==> src/logic/accel_pkg.sv <==
package accel_pkg;

    // ==============================
    // Widths
    // ==============================

    // One signed lane inside a data word
    localparam int LANE_W = 8;

    // DRAM word address
    localparam int ADDR_W = 16;

    // Word count of one job
    localparam int LEN_W = 16;

    // ==============================
    // Lane operations
    // ==============================

    // Applied to every lane of every word
    typedef enum logic [1:0] {
        OP_COPY = 2'd0,
        OP_RELU = 2'd1,
        OP_NEG  = 2'd2,
        OP_ABS  = 2'd3
    } accel_op_e;

endpackage

==> src/logic/stream_if.sv <==
`timescale 1ns/1ns

interface stream_if #(
    parameter int DATA_W = 32
);

    // Beat moves when valid and ready are both high
    logic              valid;
    logic              ready;
    logic [DATA_W-1:0] data;
    // Final word of the job
    logic              last;

    // Producer side
    modport source (
        output valid,
        output data,
        output last,
        input  ready
    );

    // Consumer side
    modport sink (
        input  valid,
        input  data,
        input  last,
        output ready
    );

endinterface

==> src/logic/accel_top.sv <==
`timescale 1ns/1ns

module accel_top #(
    parameter int DATA_W = 32
) (
    input  logic                         clk,
    input  logic                         rst_n,
    input  logic                         start,
    input  accel_pkg::accel_op_e         op,
    input  logic [accel_pkg::ADDR_W-1:0] src_base,
    input  logic [accel_pkg::ADDR_W-1:0] dst_base,
    input  logic [accel_pkg::LEN_W-1:0]  word_count,
    // Read command and data
    input  logic                         rd_cmd_ready,
    output logic                         rd_cmd_valid,
    output logic [accel_pkg::ADDR_W-1:0] rd_cmd_addr,
    output logic [accel_pkg::LEN_W-1:0]  rd_cmd_len,
    input  logic                         rd_valid,
    input  logic [DATA_W-1:0]            rd_data,
    input  logic                         rd_last,
    output logic                         rd_ready,
    // Write command and data
    input  logic                         wr_cmd_ready,
    output logic                         wr_cmd_valid,
    output logic [accel_pkg::ADDR_W-1:0] wr_cmd_addr,
    output logic [accel_pkg::LEN_W-1:0]  wr_cmd_len,
    output logic                         wr_valid,
    output logic [DATA_W-1:0]            wr_data,
    output logic                         wr_last,
    input  logic                         wr_ready,
    output logic                         done
);

    // Writer tells the reader a job is open
    logic busy;

    // ==============================
    // Stage links
    // ==============================
    stream_if #(.DATA_W(DATA_W)) s_rd ();
    stream_if #(.DATA_W(DATA_W)) s_alu ();

    dram_reader #(.DATA_W(DATA_W)) u_reader (
        .clk          (clk),
        .rst_n        (rst_n),
        .start        (start),
        .src_base     (src_base),
        .word_count   (word_count),
        .rd_cmd_valid (rd_cmd_valid),
        .rd_cmd_ready (rd_cmd_ready),
        .rd_cmd_addr  (rd_cmd_addr),
        .rd_cmd_len   (rd_cmd_len),
        .rd_valid     (rd_valid),
        .rd_ready     (rd_ready),
        .rd_data      (rd_data),
        .rd_last      (rd_last),
        .busy         (busy),
        .out          (s_rd)
    );

    // Registered lane stage
    lane_alu #(.DATA_W(DATA_W)) u_alu (
        .clk   (clk),
        .rst_n (rst_n),
        .start (start),
        .op    (op),
        .in    (s_rd),
        .out   (s_alu)
    );

    dram_writer #(.DATA_W(DATA_W)) u_writer (
        .clk          (clk),
        .rst_n        (rst_n),
        .start        (start),
        .dst_base     (dst_base),
        .word_count   (word_count),
        .wr_cmd_valid (wr_cmd_valid),
        .wr_cmd_ready (wr_cmd_ready),
        .wr_cmd_addr  (wr_cmd_addr),
        .wr_cmd_len   (wr_cmd_len),
        .wr_valid     (wr_valid),
        .wr_ready     (wr_ready),
        .wr_data      (wr_data),
        .wr_last      (wr_last),
        .in           (s_alu),
        .busy         (busy),
        .done         (done)
    );

endmodule

==> src/logic/dram_reader.sv <==
`timescale 1ns/1ns

module dram_reader #(
    parameter int DATA_W = 32
) (
    input  logic                         clk,
    input  logic                         rst_n,
    input  logic                         start,
    input  logic [accel_pkg::ADDR_W-1:0] src_base,
    input  logic [accel_pkg::LEN_W-1:0]  word_count,
    output logic                         rd_cmd_valid,
    input  logic                         rd_cmd_ready,
    output logic [accel_pkg::ADDR_W-1:0] rd_cmd_addr,
    output logic [accel_pkg::LEN_W-1:0]  rd_cmd_len,
    input  logic                         rd_valid,
    output logic                         rd_ready,
    input  logic [DATA_W-1:0]            rd_data,
    input  logic                         rd_last,
    input  logic                         busy,
    stream_if.source                     out
);
    import accel_pkg::*;

    typedef enum logic [1:0] {
        RD_IDLE,
        RD_CMD,
        RD_STREAM
    } rd_state_e;

    rd_state_e        state;
    logic [LEN_W-1:0] beat_cnt;
    logic             job_go;
    logic             streaming;
    logic             beat_fire;
    logic             final_beat;

    // New job only when the writer side is idle too
    assign job_go    = start && !busy && (state == RD_IDLE);
    assign streaming = (state == RD_STREAM);

    // ==============================
    // Read data pass-through
    // ==============================

    // No register on this path
    assign out.valid = rd_valid && streaming;
    assign out.data  = rd_data;
    assign out.last  = rd_last;
    // Ready held low outside a job
    assign rd_ready  = out.ready && streaming;

    assign beat_fire  = out.valid && out.ready;
    assign final_beat = (beat_cnt == rd_cmd_len - LEN_W'(1));

    assign rd_cmd_valid = (state == RD_CMD);

    // Command fields captured on start
    always_ff @(posedge clk) begin
        if (job_go) begin
            rd_cmd_addr <= src_base;
            rd_cmd_len  <= word_count;
        end
    end

    // ==============================
    // Control FSM
    // ==============================
    always_ff @(posedge clk or negedge rst_n) begin
        if (!rst_n) begin
            state    <= RD_IDLE;
            beat_cnt <= '0;
        end else begin
            case (state)
                RD_IDLE: begin
                    if (job_go) begin
                        state    <= RD_CMD;
                        beat_cnt <= '0;
                    end
                end
                RD_CMD: begin
                    // Wait for DRAM to take the command
                    if (rd_cmd_ready) begin
                        state <= RD_STREAM;
                    end
                end
                RD_STREAM: begin
                    if (beat_fire) begin
                        beat_cnt <= beat_cnt + LEN_W'(1);
                        if (final_beat) begin
                            state <= RD_IDLE;
                        end
                    end
                end
                default: state <= RD_IDLE;
            endcase
        end
    end

    // Command stays put while stalled
    a_cmd_stable: assert property (@(posedge clk) disable iff (!rst_n)
        rd_cmd_valid && !rd_cmd_ready |=>
            rd_cmd_valid && $stable(rd_cmd_addr) && $stable(rd_cmd_len));

    // DRAM last flag lines up with our own count
    a_last_count: assert property (@(posedge clk) disable iff (!rst_n)
        beat_fire |-> (rd_last == final_beat));

endmodule

==> src/logic/dram_writer.sv <==
`timescale 1ns/1ns

module dram_writer #(
    parameter int DATA_W = 32
) (
    input  logic                         clk,
    input  logic                         rst_n,
    input  logic                         start,
    input  logic [accel_pkg::ADDR_W-1:0] dst_base,
    input  logic [accel_pkg::LEN_W-1:0]  word_count,
    output logic                         wr_cmd_valid,
    input  logic                         wr_cmd_ready,
    output logic [accel_pkg::ADDR_W-1:0] wr_cmd_addr,
    output logic [accel_pkg::LEN_W-1:0]  wr_cmd_len,
    output logic                         wr_valid,
    input  logic                         wr_ready,
    output logic [DATA_W-1:0]            wr_data,
    output logic                         wr_last,
    stream_if.sink                       in,
    output logic                         busy,
    output logic                         done
);
    import accel_pkg::*;

    typedef enum logic [1:0] {
        WR_IDLE,
        WR_CMD,
        WR_STREAM,
        WR_DONE
    } wr_state_e;

    wr_state_e        state;
    logic [LEN_W-1:0] beat_cnt;
    logic             job_go;
    logic             streaming;
    logic             beat_fire;
    logic             final_beat;

    // ==============================
    // Job status
    // ==============================

    // Job runs from command until the final write
    assign busy   = (state == WR_CMD) || (state == WR_STREAM);
    // Held until the next start
    assign done   = (state == WR_DONE);
    assign job_go = start && !busy;

    assign streaming    = (state == WR_STREAM);
    assign wr_cmd_valid = (state == WR_CMD);

    // Stream gated onto the write channel after the command
    assign wr_valid  = in.valid && streaming;
    assign wr_data   = in.data;
    assign in.ready  = wr_ready && streaming;

    assign beat_fire  = wr_valid && wr_ready;
    assign final_beat = (beat_cnt == wr_cmd_len - LEN_W'(1));
    // Last flag taken from the local count
    assign wr_last    = wr_valid && final_beat;

    // Command fields captured on start
    always_ff @(posedge clk) begin
        if (job_go) begin
            wr_cmd_addr <= dst_base;
            wr_cmd_len  <= word_count;
        end
    end

    // ==============================
    // Control FSM
    // ==============================
    always_ff @(posedge clk or negedge rst_n) begin
        if (!rst_n) begin
            state    <= WR_IDLE;
            beat_cnt <= '0;
        end else begin
            case (state)
                WR_IDLE, WR_DONE: begin
                    if (job_go) begin
                        state    <= WR_CMD;
                        beat_cnt <= '0;
                    end
                end
                WR_CMD: begin
                    if (wr_cmd_ready) begin
                        state <= WR_STREAM;
                    end
                end
                WR_STREAM: begin
                    if (beat_fire) begin
                        beat_cnt <= beat_cnt + LEN_W'(1);
                        // Done shows up on the next cycle
                        if (final_beat) begin
                            state <= WR_DONE;
                        end
                    end
                end
                default: state <= WR_IDLE;
            endcase
        end
    end

    // Forwarded last agrees with the writer count
    a_last_match: assert property (@(posedge clk) disable iff (!rst_n)
        beat_fire |-> (in.last == final_beat));

endmodule

==> src/logic/lane_alu.sv <==
`timescale 1ns/1ns

module lane_alu #(
    parameter int DATA_W = 32
) (
    input  logic                 clk,
    input  logic                 rst_n,
    input  logic                 start,
    input  accel_pkg::accel_op_e op,
    stream_if.sink               in,
    stream_if.source             out
);
    import accel_pkg::*;

    localparam int LANES = DATA_W / LANE_W;

    accel_op_e         op_q;
    logic              active;
    logic              job_go;
    logic              in_fire;
    logic              out_fire;
    logic [DATA_W-1:0] res;
    logic              out_valid_q;
    logic [DATA_W-1:0] out_data_q;
    logic              out_last_q;

    // One signed lane through the selected operation
    function automatic logic [LANE_W-1:0] lane_op(input accel_op_e f,
                                                  input logic signed [LANE_W-1:0] x);
        logic signed [LANE_W-1:0] min_v;
        logic signed [LANE_W-1:0] max_v;
        logic signed [LANE_W-1:0] neg_sat;
        min_v = {1'b1, {(LANE_W-1){1'b0}}};
        max_v = ~min_v;
        // Most negative value has no positive twin
        neg_sat = (x == min_v) ? max_v : -x;
        case (f)
            OP_RELU: lane_op = x[LANE_W-1] ? '0 : x;
            OP_NEG:  lane_op = neg_sat;
            OP_ABS:  lane_op = x[LANE_W-1] ? neg_sat : x;
            default: lane_op = x;
        endcase
    endfunction

    // ==============================
    // Opcode capture
    // ==============================

    // Ignore start while a job is still flowing through
    assign job_go = start && !active;

    always_ff @(posedge clk or negedge rst_n) begin
        if (!rst_n) begin
            op_q   <= OP_COPY;
            active <= 1'b0;
        end else if (job_go) begin
            op_q   <= op;
            active <= 1'b1;
        end else if (out_fire && out_last_q) begin
            active <= 1'b0;
        end
    end

    // Every lane in parallel
    always_comb begin
        for (int i = 0; i < LANES; i++) begin
            res[i*LANE_W +: LANE_W] = lane_op(op_q, in.data[i*LANE_W +: LANE_W]);
        end
    end

    // ==============================
    // Output register
    // ==============================
    assign in_fire  = in.valid && in.ready;
    assign out_fire = out_valid_q && out.ready;
    // Take a word when empty or draining this cycle
    assign in.ready = !out_valid_q || out.ready;

    always_ff @(posedge clk or negedge rst_n) begin
        if (!rst_n) begin
            out_valid_q <= 1'b0;
        end else if (in_fire) begin
            out_valid_q <= 1'b1;
        end else if (out_fire) begin
            out_valid_q <= 1'b0;
        end
    end

    always_ff @(posedge clk) begin
        if (in_fire) begin
            out_data_q <= res;
            out_last_q <= in.last;
        end
    end

    assign out.valid = out_valid_q;
    assign out.data  = out_data_q;
    assign out.last  = out_last_q;

    // Stalled word is held unchanged
    a_out_hold: assert property (@(posedge clk) disable iff (!rst_n)
        out.valid && !out.ready |=>
            out.valid && $stable(out.data) && $stable(out.last));

endmodule

==> config.mk <==
export PLATFORM = sky130hd
export DESIGN_NAME = accel_top
export DESIGN_NICKNAME = d
export VERILOG_FILES = /design/src/logic/accel_pkg.sv /design/src/logic/stream_if.sv /design/src/logic/accel_top.sv /design/src/logic/dram_reader.sv /design/src/logic/dram_writer.sv /design/src/logic/lane_alu.sv
export SDC_FILE = /design/constraint.sdc
export NUM_CORES = 1
export LEC_CHECK = 0
export BUFFER_PORTS_ARGS = -buffer_cell sky130_fd_sc_hd__buf_4
export CORE_AREA = 2 2 120 122
export CTS_CLUSTER_DIAMETER = 50
export CTS_CLUSTER_SIZE = 10
export DETAILED_ROUTE_END_ITERATION = 12
export DIE_AREA = 0 0 122 124
export HOLD_SLACK_MARGIN = 0.08
export PLACE_DENSITY = 0.79
export SYNTH_ARGS = -nofsm -noshare
export SYNTH_HDL_FRONTEND = slang
export SYNTH_SLANG_ARGS = --single-unit
==> constraint.sdc <==
create_clock -name clk -period 4.9 [get_ports clk]
set_input_delay 0.98 -clock clk [delete_from_list [all_inputs] [get_ports clk]]
set_output_delay 0.98 -clock clk [all_outputs]
set_load 0.03 [all_outputs]
==> metrics.csv <==
stage;metric;value;unit
synth;Synth area leader;edfxtp_1;
run;MaxCap Viol Count;0;
pwr;internal power;0.002979;W
cts;CTS Root Cell;clkbuf_16;
setup_path;crit end category;primary output;
synth;Area contributors post-synth;edfxtp_1, dfrtp_1, xnor2_1, o21ai_0, nor2_1;
drt;wire per inst;17.49;um
setup_path;Setup crit start kind;flip-flop;
global_route;busiest grt layer;met2;
pwr;PD cells;520.7;nW/um^2
cts;clk sinks;137;
synth;Unique masters post-synth;62;
timing;Setup TNS Final;0;ns
pwr;Switching Share;38.86;%
synth;Syn Inst Count;684;
timing;min cycle time layout;4.080;ns
synth;Mapped Nets;786;
global_route;met2 global-route usage;42.11;%
synth;most common cell in the netlist;edfxtp_1;
pwr;Seq pwr share;36.7;%
cts;worst-skew pair later-pin latency;0.42;ns
synth;main flop type after synthesis;edfxtp_1;
placed_design;GPL Wtd Cong;0.9355;
floorplan;core area;13720;um^2
global_route;GR Util All Layers;25.25;%
drt;DRC Markers;0;
drt;vias per std cell;5.687;
timing;worst clock skew;0.01015;ns
floorplan;Ports;192;
global_route;initial antenna violation count;0;
timing;Fmax achieved;0.2451;GHz
setup_path;crit path max fanout;7;
synth;Seq/Total Area, Yosys;54.31;%
min_path;Hold Path Class;reg2reg;
global_route;largest net degree at the start of global routing;46;
cells_and_area;layout cell share with drive strength beyond 1;28.04;%
pwr;Combinational Power Share;38.3;%
status;status;completed;
cts;H-tree levels;4;
synth;Post-synth ARST share;29.20;%
cells_and_area;fin nets;970;
cts;CTS-repair resized insts;0;
cells_and_area;fin cells;1061;
timing;Slew Limit Fails;0;
synth;syn avg cell area;10.53;um^2
cts;clock-pin slew on the worst setup and hold paths;0.06;ns
placed_design;Setup WS pre-CTS;1.242;ns
drt;drt total wl;18550;um
cts;CTS tree;built;
cells_and_area;fin area;9358;um^2
global_route;GR Util met3;7.601;%
cells_and_area;Filler cells;1061;
synth;Syn Std Cell Area;7206;um^2
synth;FF+latch count, synth;137;
drt;Starting DRT DRC Count;566;
pwr;peak supply drop;330.9;uV
placed_design;buffers added on ports;191;
drt;Antenna Nets Post-Route;0;
cells_and_area;area grow syn2layout;29.87;%
synth;Synth warnings;0;
cts;Hold Buf Count CTS;0;
global_route;grt ovf;0;
setup_path;worst path required time;3.92;ns
setup_path;Worst Path Arrival;3.10;ns
synth;list of most frequent post-synthesis cells;edfxtp_1, nor2_1, o21ai_0;
drt;First-pass DRT Iterations;5;
timing;Hold Violations, Final;0;
setup_path;crit path kind;reg2out;
timing;Rel. slew slack;26.52;%
synth;number of synthesized flops with an enable pin;97;
cells_and_area;ANT cells;0;
pwr;sw power;0.001893;W
floorplan;die width;122;um
pwr;clock share of power;25.0;%
global_route;vias in the first global route;5926;
timing;Final setup viols;0;
floorplan;row count;43;
timing;period utilization;83.27;%
timing;final setup margin;0.8199;ns
placed_design;dpl cell area;8791;um^2
floorplan;die area;15130;um^2
synth;post-synth top area share;40.42;%
floorplan;Initial Util;52.52;%
floorplan;Die H;124;um
drt;routed via count;6034;
cts;CTS Buffer Depth;2;
cts;Post-CTS Setup Bufs;0;
global_route;GRT met1 Usage;30.46;%
global_route;first-pass GRT wire length;29300;um
placed_design;placed insts;1029;
pwr;leakage power figure;3.797;nW
timing;RSZ-0062 raised after global routing;false;
timing;Worst-Margin Slew;1.098;ns
placed_design;DP Wirelength;13830;um
cts;Num CTS Buffers;17;
==> layer usage <==
| layer | wire, um | share of wire, % | vias up |
|---|---|---|---|
| met5 | 0 | 0 | - |
| li1 | - | - | 2885 |
| met4 | 449 | 2.4 | 0 |
| met1 | 7361 | 40 | 2873 |
| met2 | 9243 | 50 | 244 |
| met3 | 1499 | 8.1 | 32 |
==> flip-flops by register name, indices dropped and copies added, names as in the netlist <==
signal                count
u_writer.wr_cmd_addr     16
u_reader.rd_cmd_len      16
u_alu.out.last            1
u_alu.out.valid           1
u_alu.out.data           32
u_writer.state            2
u_writer.beat_cnt        16
u_reader.rd_cmd_addr     16
u_alu.active              1
u_alu.op_q                2
u_writer.wr_cmd_len      16
u_reader.state            2
u_reader.beat_cnt        16
==> placed cells by master, fill, tap and decap left out, drive strengths merged, types with 11 or more instances in the layout <==
master	synthesis	final
buf	1	197
edfxtp	97	97
nor2	64	64
o21ai	53	53
a21oi	44	44
nand2	43	43
dfrtp	40	40
xnor2	39	39
inv	25	31
nand3	30	30
xor2	24	24
clkbuf	31	18
nor3	16	16
or3	15	15
and3	12	12
ha	12	12
nand2b	11	11
nand4	11	11
nor4	11	11
==> stage by stage <==
stage	total power, W	utilization, %	hold WS [ns]
2_1_floorplan	0.003028	-	0.4428
3_3_place_gp	0.003622	64.08	0.4473
3_5_place_dp	0.003673	64.08	0.4803
4_1_cts	0.004902	68.21	0.4749
5_1_grt	0.005147	68.21	0.4833
6_report	0.004873	68.21	0.4743
==> final timing paths <==
path | start | to | slack [ns] | cells after the start
worst max-delay path | u_writer.wr_cmd_len[0]$_DFFE_PP_ | wr_last | 0.82 | 8
worst min-delay path | u_alu.out.last$_DFFE_PP_ | u_alu.active$_DFFE_PN0P_ | 0.47 | 1
worst max register to register | u_writer.state[0]$_DFFE_PN0P_ | u_reader.beat_cnt[14]$_DFFE_PN0P_ | 1.86 | 9
worst min register to register | u_alu.out.last$_DFFE_PP_ | u_alu.active$_DFFE_PN0P_ | 0.47 | 1
max in group asynchronous | rst_n | u_reader.state[1]$_DFFE_PN0P_ | 3.97 | 1
min in group asynchronous | rst_n | u_writer.state[1]$_DFFE_PN0P_ | 0.54 | 1
==> critical path: stages (launching register included) <==
cell and delay (ns):
edfxtp_1 0.49, nor4_2 0.48, nand4b_1 0.25, or4_1 0.57, o211ai_2 0.09, o2111ai_1 0.22, or2_4 0.33, nor2_1 0.09
buf_4 0.17
==> power groups by stage <==
stage	clock (W)	sequential [W]	combinational (W)
finish	0.00122	0.00179	0.00187
floorplan	0	0.00211	0.000923
global placement	0	0.00180	0.00182
detailed placement	0	0.00181	0.00187
global route	0.00129	0.00182	0.00204
CTS	0.00124	0.00179	0.00187
==> cell type report <==
type / instances / area (um^2) / share of cell area (%)
Sequential cell: 137 / 3914 / 41.82
Multi-Input combinational cell: 490 / 3079 / 32.91
Timing Repair Buffer: 197 / 1479 / 15.80
Clock buffer: 18 / 429.2 / 4.586
Tap cell: 180 / 225.2 / 2.407
Clock inverter: 14 / 137.6 / 1.471
Inverter: 25 / 93.84 / 1.003
==> cells by family (layout without fill, tap and decap cells) <==
| logic type | count (synthesis) | count (layout) | share of synthesized area (%) |
|---|---|---|---|
| and+or+nand+nor | 245 | 245 | 17.78 |
| AOI/OAI and AO/OA | 167 | 167 | 14.69 |
| DFF | 137 | 137 | 54.31 |
| xor gates and xnor gates | 63 | 63 | 7.658 |
| buffers and inverters | 57 | 254 | 3.021 |
| adders and majority gates | 12 | 12 | 2.084 |
| muxes | 3 | 3 | 0.4515 |
Note: power is estimated with default switching activity, not from simulation.
